File: config.mk
export PLATFORM = sky130hd
export DESIGN_NAME = fdc_top
export DESIGN_NICKNAME = d
export VERILOG_FILES = /design/src/fdc_pkg.sv /design/src/disk_pkg.sv /design/src/fdc_timebase.sv /design/src/fdc_host_regs.sv /design/src/fdc_sector_cmd.sv /design/src/disk_stream.sv /design/src/fdc_top.sv
export SDC_FILE = /design/constraint.sdc
export NUM_CORES = 1
export LEC_CHECK = 0
export ABC_CLOCK_PERIOD_IN_PS = 4800
export BUFFER_PORTS_ARGS = -buffer_cell sky130_fd_sc_hd__buf_4
export CAP_MARGIN = 15
export CORE_MARGIN = 5
export CORE_UTILIZATION = 40
export CTS_BUF_LIST = sky130_fd_sc_hd__clkbuf_4
export CTS_CLUSTER_DIAMETER = 40
export DETAILED_ROUTE_END_ITERATION = 8
export PLACE_DENSITY = 0.57
export SLEW_MARGIN = 20
export SYNTH_ARGS = -nofsm -noshare
export SYNTH_HDL_FRONTEND = slang
export SYNTH_SLANG_ARGS = --single-unit
File: constraint.sdc
create_clock -name clk -period 4.8 [get_ports clk]
set_input_delay 0.72 -clock clk [delete_from_list [all_inputs] [get_ports clk]]
set_output_delay 0.72 -clock clk [all_outputs]
set_load 0.03 [all_outputs]
File: src/fdc_pkg.sv
/*
 * Controller package for the WD279x-style sector engine.
 * Holds command codes, host register addresses, status bit positions
 * and the timing constants of the emulated clock domain.
 */
`default_nettype none

package fdc_pkg;

	// Base codes of the supported commands
	// Bit 4 is multiple-sector, bit 3 the side, bit 2 the settle delay and bit 1 side compare
	localparam logic [7:0] cmd_read_sector  = 8'h80;
	localparam logic [7:0] cmd_write_sector = 8'hA0;
	localparam logic [7:0] cmd_force_int    = 8'hD0;

	// Host register map
	localparam logic [1:0] addr_cmd_status = 2'd0;
	localparam logic [1:0] addr_track      = 2'd1;
	localparam logic [1:0] addr_sector     = 2'd2;
	localparam logic [1:0] addr_data       = 2'd3;

	// Bit positions in the Type II status byte
	localparam int st_busy     = 0;
	localparam int st_drq      = 1;
	localparam int st_lost     = 2;
	localparam int st_crc      = 3;
	localparam int st_rnf      = 4;
	localparam int st_rtype    = 5;
	localparam int st_wprot    = 6;
	localparam int st_notready = 7;

	// Timing, scaled down so that whole revolutions fit in a short run
	localparam int ms_cycles   = 40;
	localparam int byte_cycles = 6;
	localparam int settle_ms   = 15;
	localparam int index_limit = 5;

endpackage

`default_nettype wire

File: src/disk_pkg.sv
/*
 * Disk-format package for the emulated drive.
 * ID field layout, track geometry and the rule for the data pattern.
 */
`default_nettype none

package disk_pkg;

	// Positions inside the six-byte ID field
	localparam int id_track  = 0;
	localparam int id_side   = 1;
	localparam int id_sector = 2;
	localparam int id_length = 3;
	localparam int id_crc1   = 4;
	localparam int id_crc2   = 5;

	// Track geometry, sectors are numbered from 1
	localparam int sectors_per_track = 5;
	localparam int sector_bytes      = 16;
	localparam int gap_bytes         = 8;

	// Byte k of sector s on track t is 16*s + k + t, kept to eight bits
	function automatic logic [7:0] pattern_byte(input logic [7:0] track,
		input logic [7:0] sector, input logic [7:0] k);
		return 8'(sector * 16 + k + track);
	endfunction

endpackage

`default_nettype wire

File: src/fdc_timebase.sv
/*
 * Timebase for the controller.
 * Divides clk into a millisecond tick and the disk byte-rate strobe.
 */
`timescale 1ns/1ps
`default_nettype none

module fdc_timebase
	import fdc_pkg::*;
(
	input  logic clk,
	input  logic rst,
	output logic ms_tick,
	output logic byte_tick
);

	logic [$clog2(ms_cycles)-1:0]   ms_cnt;
	logic [$clog2(byte_cycles)-1:0] byte_cnt;

	// Millisecond divider, the tick is high on the last count
	always_ff @(posedge clk) begin
		if (rst) begin
			ms_cnt  <= '0;
			ms_tick <= 1'b0;
		end else if (int'(ms_cnt) == ms_cycles - 1) begin
			ms_cnt  <= '0;
			ms_tick <= 1'b1;
		end else begin
			ms_cnt  <= ms_cnt + 1'b1;
			ms_tick <= 1'b0;
		end
	end

	// Byte-rate divider, one strobe per byte cell on the disk
	always_ff @(posedge clk) begin
		if (rst) begin
			byte_cnt  <= '0;
			byte_tick <= 1'b0;
		end else if (int'(byte_cnt) == byte_cycles - 1) begin
			byte_cnt  <= '0;
			byte_tick <= 1'b1;
		end else begin
			byte_cnt  <= byte_cnt + 1'b1;
			byte_tick <= 1'b0;
		end
	end

endmodule

`default_nettype wire

File: src/fdc_host_regs.sv
/*
 * Host register file of the controller.
 * Decodes byte-wide bus accesses into command, track and sector writes,
 * the force interrupt strobe and the data-read strobe.
 */
`timescale 1ns/1ps
`default_nettype none

module fdc_host_regs
	import fdc_pkg::*;
(
	input  logic       clk,
	input  logic       rst,
	input  logic       cs,
	input  logic       we,
	input  logic [1:0] addr,
	input  logic [7:0] wdata,
	output logic [7:0] rdata,
	input  logic [7:0] status,
	input  logic [7:0] data,
	input  logic [7:0] sector_next,
	input  logic       sector_write,
	output logic [7:0] command,
	output logic       command_start,
	output logic       interrupt,
	output logic       read_data,
	output logic [7:0] reg_track,
	output logic [7:0] reg_sector
);

	logic bus_write;
	logic is_force_int;

	assign bus_write    = cs && we;
	// Any code in the Dx group counts as force interrupt
	assign is_force_int = wdata[7:4] == cmd_force_int[7:4];

	// Strobes follow the bus cycle directly so the engine sees them at the write edge
	assign command_start = bus_write && addr == addr_cmd_status && !is_force_int;
	assign interrupt     = bus_write && addr == addr_cmd_status && is_force_int;
	assign read_data     = cs && !we && addr == addr_data;

	always_ff @(posedge clk) begin
		if (rst) begin
			command    <= 8'h00;
			reg_track  <= 8'h00;
			reg_sector <= 8'h00;
		end else begin
			// Force interrupt leaves the last command in place for the status view
			if (command_start)
				command <= wdata;
			if (bus_write && addr == addr_track)
				reg_track <= wdata;
			// The engine advancing the sector wins over a host write in the same cycle
			if (sector_write)
				reg_sector <= sector_next;
			else if (bus_write && addr == addr_sector)
				reg_sector <= wdata;
		end
	end

	// Read mux, host writes to the data register have no effect since writes carry no data
	always_comb begin
		case (addr)
			addr_cmd_status: rdata = status;
			addr_track:      rdata = reg_track;
			addr_sector:     rdata = reg_sector;
			default:         rdata = data;
		endcase
	end

endmodule

`default_nettype wire

File: src/fdc_sector_cmd.sv
/*
 * Type II sector engine.
 * Checks ready, loads the head, waits the settle delay, searches for the ID
 * field and streams sector bytes with DRQ, or ends a write at the ID field.
 */
`timescale 1ns/1ps
`default_nettype none

module fdc_sector_cmd
	import fdc_pkg::*;
	import disk_pkg::*;
(
	input  logic       clk,
	input  logic       rst,
	input  logic       ms_tick,
	input  logic       byte_tick,
	input  logic       interrupt,
	input  logic       command_start,
	input  logic       read_data,
	input  logic [7:0] command,
	input  logic       data_valid,
	input  logic [7:0] fdd_data,
	output logic [7:0] data,
	input  logic       index_n,
	input  logic       ready_n,
	input  logic       wprot_n,
	output logic       sso,
	output logic       hld,
	output logic [7:0] status,
	output logic       intrq,
	output logic       drq,
	input  logic [7:0] reg_track,
	input  logic [7:0] reg_sector,
	output logic [7:0] sector_next,
	output logic       sector_write,
	input  logic [7:0] sec_id [6]
);

	typedef enum logic [2:0] {
		state_idle,
		state_prepare,
		state_settle,
		state_search,
		state_read
	} state_t;

	state_t     state;
	logic       busy;
	logic       is_write;
	logic       id_match;
	logic       lost;
	logic       rnf;
	logic       wprot;
	logic       notready;
	logic [3:0] wait_count;
	logic [2:0] index_count;
	logic       last_index;

	assign busy     = state != state_idle;
	assign is_write = command[7:5] == cmd_write_sector[7:5];
	// Side is only compared when bit 1 of the command asks for it
	assign id_match = sec_id[id_track] == reg_track && sec_id[id_sector] == reg_sector &&
		(!command[1] || sec_id[id_side][0] == command[3]);

	always_comb begin
		status = 8'h00;
		status[st_busy]     = busy;
		status[st_drq]      = drq;
		status[st_lost]     = lost;
		// CRC and deleted marks are not modelled, so these two read as zero
		status[st_crc]      = 1'b0;
		status[st_rnf]      = rnf;
		status[st_rtype]    = 1'b0;
		status[st_wprot]    = wprot;
		status[st_notready] = notready;
	end

	always_ff @(posedge clk) begin
		if (rst) begin
			state        <= state_idle;
			lost         <= 1'b0;
			rnf          <= 1'b0;
			wprot        <= 1'b0;
			notready     <= 1'b0;
			drq          <= 1'b0;
			intrq        <= 1'b0;
			hld          <= 1'b0;
			sso          <= 1'b0;
			sector_write <= 1'b0;
			wait_count   <= 4'd0;
			index_count  <= 3'd0;
			last_index   <= 1'b1;
		end else if (interrupt) begin
			// Force interrupt drops whatever runs and unloads the head
			state        <= state_idle;
			drq          <= 1'b0;
			intrq        <= 1'b1;
			hld          <= 1'b0;
			sector_write <= 1'b0;
		end else begin
			sector_write <= 1'b0;
			last_index   <= index_n;
			if (read_data)
				drq <= 1'b0;
			case (state)
				state_idle: begin
					if (command_start) begin
						intrq    <= 1'b0;
						lost     <= 1'b0;
						rnf      <= 1'b0;
						wprot    <= 1'b0;
						notready <= 1'b0;
						drq      <= 1'b0;
						state    <= state_prepare;
					end
				end
				state_prepare: begin
					// Anything outside the Type II group finishes at once
					if (command[7:6] != cmd_read_sector[7:6]) begin
						intrq <= 1'b1;
						state <= state_idle;
					end else if (ready_n) begin
						notready <= 1'b1;
						intrq    <= 1'b1;
						state    <= state_idle;
					end else begin
						hld        <= 1'b1;
						sso        <= command[3];
						wait_count <= command[2] ? 4'(settle_ms) : 4'd0;
						state      <= state_settle;
					end
				end
				state_settle: begin
					if (wait_count != 4'd0) begin
						if (ms_tick)
							wait_count <= wait_count - 4'd1;
					end else if (is_write && !wprot_n) begin
						wprot <= 1'b1;
						intrq <= 1'b1;
						state <= state_idle;
					end else if (!data_valid) begin
						// Search starts in a gap, so the first window seen is a whole one
						index_count <= 3'd0;
						state       <= state_search;
					end
				end
				state_search: begin
					if (last_index && !index_n)
						index_count <= index_count + 3'd1;
					if (index_count == 3'(index_limit)) begin
						rnf   <= 1'b1;
						drq   <= 1'b0;
						intrq <= 1'b1;
						state <= state_idle;
					end else if (data_valid && id_match) begin
						// Writes stop at the ID field, no data phase follows
						if (is_write) begin
							intrq <= 1'b1;
							state <= state_idle;
						end else begin
							state <= state_read;
						end
					end
				end
				state_read: begin
					if (data_valid) begin
						// A byte still waiting at the next strobe is overwritten
						if (byte_tick) begin
							if (drq && !read_data)
								lost <= 1'b1;
							drq  <= 1'b1;
							data <= fdd_data;
						end
					end else if (command[4]) begin
						sector_next  <= reg_sector + 8'd1;
						sector_write <= 1'b1;
						state        <= state_settle;
					end else if (!drq) begin
						// The command ends only once the last byte has been taken
						intrq <= 1'b1;
						state <= state_idle;
					end
				end
				default: state <= state_idle;
			endcase
		end
	end

endmodule

`default_nettype wire

File: src/disk_stream.sv
/*
 * Emulated rotating track.
 * Steps through gap and sector windows of one revolution, pulses index
 * at its start and presents ID fields and pattern data for the head.
 */
`timescale 1ns/1ps
`default_nettype none

module disk_stream
	import disk_pkg::*;
(
	input  logic       clk,
	input  logic       rst,
	input  logic       byte_tick,
	input  logic       ready_n,
	input  logic [7:0] head_track,
	input  logic       side,
	output logic       index_n,
	output logic       data_valid,
	output logic [7:0] sec_id [6],
	output logic [7:0] fdd_data
);

	// Each slot is a gap followed by the sector window
	localparam int slot_bytes = gap_bytes + sector_bytes;

	logic [$clog2(slot_bytes)-1:0]        byte_cnt;
	logic [$clog2(slot_bytes)-1:0]        nxt_byte;
	logic [$clog2(sectors_per_track)-1:0] sec_num;
	logic [$clog2(sectors_per_track)-1:0] nxt_sec;
	logic [7:0]                           nxt_offset;

	// Position one byte cell ahead
	always_comb begin
		nxt_byte = byte_cnt + 1'b1;
		nxt_sec  = sec_num;
		if (int'(byte_cnt) == slot_bytes - 1) begin
			nxt_byte = '0;
			if (int'(sec_num) == sectors_per_track - 1)
				nxt_sec = '0;
			else
				nxt_sec = sec_num + 1'b1;
		end
		nxt_offset = 8'(int'(nxt_byte) - gap_bytes);
	end

	// ID field of the current slot, it only changes inside the gap
	always_comb begin
		sec_id[id_track]  = head_track;
		sec_id[id_side]   = {7'd0, side};
		sec_id[id_sector] = 8'(sec_num) + 8'd1;
		sec_id[id_length] = 8'h00;
		// No CRC is computed, fixed filler stands in its place
		sec_id[id_crc1]   = 8'hA5;
		sec_id[id_crc2]   = 8'h5A;
	end

	always_ff @(posedge clk) begin
		if (rst) begin
			byte_cnt   <= '0;
			sec_num    <= '0;
			index_n    <= 1'b1;
			data_valid <= 1'b0;
		end else if (byte_tick) begin
			byte_cnt   <= nxt_byte;
			sec_num    <= nxt_sec;
			// Index hole passes during the first gap cell of the revolution
			index_n    <= !(nxt_sec == '0 && nxt_byte == '0);
			data_valid <= !ready_n && int'(nxt_byte) >= gap_bytes;
			fdd_data   <= pattern_byte(head_track, 8'(nxt_sec) + 8'd1, nxt_offset);
		end
	end

endmodule

`default_nettype wire

File: src/fdc_top.sv
/*
 * Top level of the sector-command controller with its emulated drive.
 * Connects the host registers, timebase, sector engine and disk stream.
 */
`timescale 1ns/1ps
`default_nettype none

module fdc_top (
	input  logic       clk,
	input  logic       rst,
	input  logic       cs,
	input  logic       we,
	input  logic [1:0] addr,
	input  logic [7:0] wdata,
	output logic [7:0] rdata,
	input  logic       ready_n,
	input  logic       wprot_n,
	input  logic [7:0] head_track,
	output logic       intrq,
	output logic       drq,
	output logic       hld
);

	logic       ms_tick;
	logic       byte_tick;
	logic [7:0] status;
	logic [7:0] data;
	logic [7:0] sector_next;
	logic       sector_write;
	logic [7:0] command;
	logic       command_start;
	logic       interrupt;
	logic       read_data;
	logic [7:0] reg_track;
	logic [7:0] reg_sector;
	logic       sso;
	logic       index_n;
	logic       data_valid;
	logic [7:0] sec_id [6];
	logic [7:0] fdd_data;

	fdc_timebase u_timebase (
		.clk      (clk),
		.rst      (rst),
		.ms_tick  (ms_tick),
		.byte_tick(byte_tick)
	);

	fdc_host_regs u_regs (
		.clk          (clk),
		.rst          (rst),
		.cs           (cs),
		.we           (we),
		.addr         (addr),
		.wdata        (wdata),
		.rdata        (rdata),
		.status       (status),
		.data         (data),
		.sector_next  (sector_next),
		.sector_write (sector_write),
		.command      (command),
		.command_start(command_start),
		.interrupt    (interrupt),
		.read_data    (read_data),
		.reg_track    (reg_track),
		.reg_sector   (reg_sector)
	);

	fdc_sector_cmd u_sector (
		.clk          (clk),
		.rst          (rst),
		.ms_tick      (ms_tick),
		.byte_tick    (byte_tick),
		.interrupt    (interrupt),
		.command_start(command_start),
		.read_data    (read_data),
		.command      (command),
		.data_valid   (data_valid),
		.fdd_data     (fdd_data),
		.data         (data),
		.index_n      (index_n),
		.ready_n      (ready_n),
		.wprot_n      (wprot_n),
		.sso          (sso),
		.hld          (hld),
		.status       (status),
		.intrq        (intrq),
		.drq          (drq),
		.reg_track    (reg_track),
		.reg_sector   (reg_sector),
		.sector_next  (sector_next),
		.sector_write (sector_write),
		.sec_id       (sec_id)
	);

	// The drive reads the side that the engine selects
	disk_stream u_disk (
		.clk       (clk),
		.rst       (rst),
		.byte_tick (byte_tick),
		.ready_n   (ready_n),
		.head_track(head_track),
		.side      (sso),
		.index_n   (index_n),
		.data_valid(data_valid),
		.sec_id    (sec_id),
		.fdd_data  (fdd_data)
	);

endmodule

`default_nettype wire

======== Word-level counts from Yosys, hierarchy flattened ========
Index checks and enable logic that the tools add are counted.
word-level totals
  bits in registers ....................... 89
  input bits .............................. 24
  output and inout bits ................... 11
  word-level logic and storage cells ...... 209
operators by class
  $add $sub $neg .......................... 12
  magnitude comparators ................... 1
  equal/unequal tests ..................... 46
  muxes and demuxes ....................... 61
  bitwise gates (word level) .............. 6
  reductions and logical operators ........ 56
operators with widths
  kind                                            number
  2-to-1 mux 3 bit                                17
  2-to-1 mux 1 bit                                25
  one-hot mux 8 bit (3 select lines)              1
  AND reduction 6 bit                             4
  != test 2 bit (second input constant)           11
  != test 3 bit (second input constant)           7
  2-to-1 mux 4 bit                                5
  AND reduction 5 bit                             4
  adder 8 bit                                     2
  == test 8 bit                                   2
  logical AND 1 bit                               16
  2-to-1 mux 8 bit                                2
  == test 3 bit (second input constant)           5
  one-hot mux 3 bit (5 select lines)              1
  nonzero test 2 bit                              7
  != test 2 x 1 -> 1 bit (second input constant)  6
  AND reduction 10 bit                            1
  adder 3 x 1 -> 3 bit (second input constant)    3
  adder 3 x 1 -> 4 bit (second input constant)    2
  adder 8 x 1 -> 8 bit (second input constant)    1
  logical NOT 1 bit                               8
  != test 4 x 2 -> 1 bit (second input constant)  2
  one-hot mux 1 bit (2 select lines)              4
  one-hot mux 4 bit (2 select lines)              1
  other kinds (34)                                45

======== Depth between registers and ports, before layout ========
  depth in word-level cells ............... 9
  mapped depth ............................ 15
  gate-level depth less buffers ........... 15

======== Hierarchy ========
Synthesis repeated with hierarchy kept, for this count alone.
unflattened totals
  cells, all modules ...................... 552
  area total of the unflattened synthesis .. 5440.2 um^2
modules (own cells, without submodules)
  module          instances  cells an instance  area each (um^2)  seq. area each (um^2)
  fdc_sector_cmd  1          208                2090.8            880.8
  disk_stream     1          183                1701.6            440.4
  fdc_host_regs   1          119                1237.4            480.5
  fdc_timebase    1          42                 410.4             220.2

======== Worst setup path after synthesis ========
No wires, ideal clock.
  path type ............................... reg-to-reg
  start point ............................. reg u_disk.byte_cnt[0]
  end point ............................... reg u_disk.fdd_data[7], data pin
  setup time .............................. 0.260 ns
  data arrival time ....................... 2.890 ns
  required time ........................... 4.540 ns
  path slack .............................. 1.650 ns
  stages on the path, launching flop included .. 15
  buffers on the path ..................... 0
  period minus slack after synthesis ...... 3.150 ns
  cells stage by stage .................... dfxtp_1 ha_1 and4b_1 and3_1 a21oi_1 inv_1 ha_1 inv_1 fa_1 inv_1 ha_1 a21boi_0 o21a_1 nor2_1 xnor2_1
on the way
  word-level cells in the longest chain between the ends .. 5
  elaborated cells between the ends (all ways) .. 8
  classes of those cells .................. 5 x add/sub; 1 x eq/ne; 2 x mux
ends and longest elaborated chain
  element                    line               source
  start, declared            disk_stream.sv:27  logic [$clog2(slot_bytes)-1:0] byte_cnt;
  start signal, assigned     disk_stream.sv:65  byte_cnt <= nxt_byte;
  == test 5 bit              disk_stream.sv:37  if (int'(byte_cnt) == slot_bytes - 1) begin
  2-to-1 mux 3 bit           disk_stream.sv:37
  via u_disk.nxt_sec[0]      disk_stream.sv:30  logic [$clog2(sectors_per_track)-1:0] nxt_sec;
  adder 3 x 1 -> 4 bit       disk_stream.sv:70  fdd_data <= pattern_byte(head_track, 8'(nxt_sec) + 8'd1, nxt_offset);
  adder 8 bit (2 in series)  disk_pkg.sv:25     return 8'(sector * 16 + k + track);
  end signal, assigned       disk_stream.sv:70
  end, declared              disk_stream.sv:21  output logic [7:0] fdd_data
The timed path passes the listed nets, and every way through them passes these cells.
A chain may end at the register's enable or synchronous reset.

======== Final worst setup path ========
Same ends and word-level chain as after synthesis.

==> impl_metrics.yaml <==
status:
  status: "finished, final reports clean"
place:
  portBuffers: 34
  gp_congestion: 0.862
  place_ws_ns: 1.36
  dp.final_hpwl_microns: 8070
  postPlaceCellArea_sq_mm: 0.00502
timing:
  worstMarginPinSlew_ns: 0.702
  period_needed_ns: 3.50
  skew_ns: 0.0158
  whs_ns: 0.433
  rsz0062_at_grt: "no"
  fin_ws_ns: 1.30
  fin_tns_setup_ns: 0
  hold_violations: 0
  setup_viol: 0
  slew_viol_final: 0
  max_slew_margin_pct: 53.1
  min_period_over_period_pct: 73.0
  max_freq_mhz: 285
routing:
  drt-initial-drc-count: 218
  route.vias.total: 3602
  vias_per_cell: 5.38
  firstDrtPassIters: 5
  ant_nets: 0
  wl_per_cell_microns: 16.2
  drcViolationCount: 0
  drt-total-wl_microns: 10800
pwr:
  report.power.total_mw: 1.46
  ir_worst_vdd_mv: 0.171
  power_density_mw_per_mm2: 285
  power.leakage_nw: 2.07
synth:
  synth_nets: 546
  synth_seq_area_share_pct: 42.9
  synth.most_common_cell: "nor2_1"
  syn_area_per_cell_sq_um: 9.42
  yosysTopAreaCell: "dfxtp_1"
  async_flop_share_pct: 0
  synth_cells: 495
  synth.distinct_cells: 65
  synth_edf_count: 24
  synth_top_cell_area_share_pct: 27.5
  ys_ff_latch: 88
  synthTopCellsByArea: "dfxtp_1, edfxtp_1, ha_1"
  ys_dominant_reg_cell: "dfxtp_1"
  synth_area_sq_mm: 0.00466
  ys_warn_count: 0
  synth_common_cells: "nor2_1, dfxtp_1, nand2_1, a21oi_1, inv_1"
clock_tree:
  cts_buffers: 9
  cts_hold_buf: 0
  cts_setup_buffers: 0
  clk_latency_ns: 0.46
  cts_resized: 0
  clockBufferDepth: 2
  htreeDepth: 3
  cts.sinks: 88
  tritoncts: "yes"
  path_clk_slew_ns: 0.13
  root_buffer: "clkbuf_4"
global_route:
  grt_max_degree: 56
  grt_pass1_vias: 3535
  grt_antenna_before_repair: 1
  grt.overflow.total: 0
  track_usage_pct: 16.0
  grt_first_pass_wirelength_microns: 18100
hold_path:
  min_path_type: "flip-flop to flip-flop"
die:
  die-area_sq_mm: 0.0139
  num_io_pins: 35
  die_w_microns: 118
  coreArea_sq_mm: 0.0114
  die_h_microns: 118
  initial_core_util_pct: 40.8
  rows: 39
finish:
  area.growth.synth_to_final_pct: 10.2
  fin_nets: 571
  final_area_sq_mm: 0.00514
  final_layout_size_suffix_gt1_share_pct: 13.1
job:
  max_cap_viol_count: 0
worst_setup_path:
  worstPathRequired_ns: 5.00
  setup.worst_path.start: "u_disk.byte_cnt[0]"
  reg2reg_setup_slack_ns: 1.30
  reg2regPathDepth: 14
  end_kind: "flip-flop"
  critPathKind: "flip-flop to flip-flop"
  crit_path_max_fanout: 7
  cp_data_arrival_time_ns: 3.71
  worstSetupStartpointType: "flip-flop"
  reg2reg_to: "u_disk.fdd_data[7]"
  r2r-start: "u_disk.byte_cnt[0]"
  crit_path_end: "u_disk.fdd_data[7]"
[worst max-delay path: stages, from the launching register on]
cell	delay, ns
dfxtp_1	0.37
ha_1	0.29
and4b_1	0.28
and3_1	0.19
a21oi_1	0.25
inv_1	0.13
ha_1	0.29
inv_1	0.04
fa_1	0.48
inv_1	0.05
ha_1	0.30
a21boi_0	0.27
o21a_1	0.15
nor2_1	0.05
xnor2_1	0.11
[per-stage QoR]
stage | instances | utilization [%]
floorplan | 495 | -
global placement | 652 | 44.0
detailed placement | 652 | 44.0
CTS | 668 | 45.0
global route | 669 | 45.0
finish | 669 | 45.0
[how the worst min path moves through the flow]
stage                        from               end  slack [ns]  cells past startpoint
2_1_floorplan  u_disk.fdd_data[0]  u_sector.data[0]        0.40                      0
3_3_place_gp   u_disk.fdd_data[0]  u_sector.data[0]        0.41                      0
3_5_place_dp   u_disk.fdd_data[3]  u_sector.data[3]        0.40                      0
4_1_cts        u_disk.fdd_data[2]  u_sector.data[2]        0.44                      0
5_1_grt        u_disk.fdd_data[4]  u_sector.data[4]        0.45                      0
6_report       u_disk.fdd_data[2]  u_sector.data[2]        0.43                      0
[where the power goes]
group | leakage [nW] | internal, mW | switching [mW]
Combinational | 1.26 | 0.119 | 0.151
Clock | 0.0715 | 0.119 | 0.256
Sequential | 0.736 | 0.787 | 0.0332
[flip-flops by register name (all words and copies together), names as in the netlist, 3 cells and up]
| signal | count |
|---|---|
| u_regs.command | 7 |
| u_sector.index_count | 3 |
| u_disk.sec_num | 3 |
| u_sector.data | 8 |
| u_regs.reg_sector | 8 |
| u_disk.byte_cnt | 5 |
| u_timebase.ms_cnt | 6 |
| u_sector.state | 3 |
| u_regs.reg_track | 8 |
| u_sector.wait_count | 4 |
| u_sector.sector_next | 8 |
| u_timebase.byte_cnt | 3 |
| u_disk.fdd_data | 8 |
[cells by family after synthesis]
group	share of synthesized area [%]
AND/OR/NAND/NOR	20.6
AO/OA/AOI/OAI	12.0
flip-flops	42.9
buffers and inverters	4.16
XOR/XNOR	6.01
adder cells (fa/ha/maj)	7.89
multiplexers	6.39
[cell type report]
cell class / instances / area [sq um]
well taps: 143 / 179
repair buffers: 35 / 263
clock inverters: 5 / 32.5
multi-input cells: 357 / 2470
clock buffers: 11 / 82.6
inverters: 29 / 109
flip-flops and latches: 88 / 2000
diodes: 1 / 2.50
fillers: 1149 / 6280
[cell usage in the layout, fill, tap and decap left out, drive strengths merged, types with 5 or more instances in the layout]
master,synthesis,final
nor3,10,10
inv,29,31
dfxtp,64,64
a211oi,7,7
o21ai,14,14
nand2b,10,10
mux4,6,6
and2,5,5
nor2,71,71
ha,23,23
clkbuf,14,11
nand3,9,9
nand3b,5,5
xor2,18,18
edfxtp,24,24
xnor2,14,14
buf,7,35
a21oi,35,35
mux2i,14,14
nor3b,6,6
nand2,38,38
[layer usage]
| metal | wire length (microns) | track usage, % | share of wire (%) | vias up |
|---|---|---|---|---|
| li1 | - | - | - | 1795 |
| met1 | 5020 | 21.0 | 46 | 1731 |
| met2 | 5210 | 25.7 | 48 | 64 |
| met3 | 431 | 4.18 | 4.0 | 12 |
| met4 | 157 | 4.87 | 1.5 | 0 |
| met5 | 0 | 0 | 0 | - |
No activity file was read; power rests on OpenSTA's default activity.
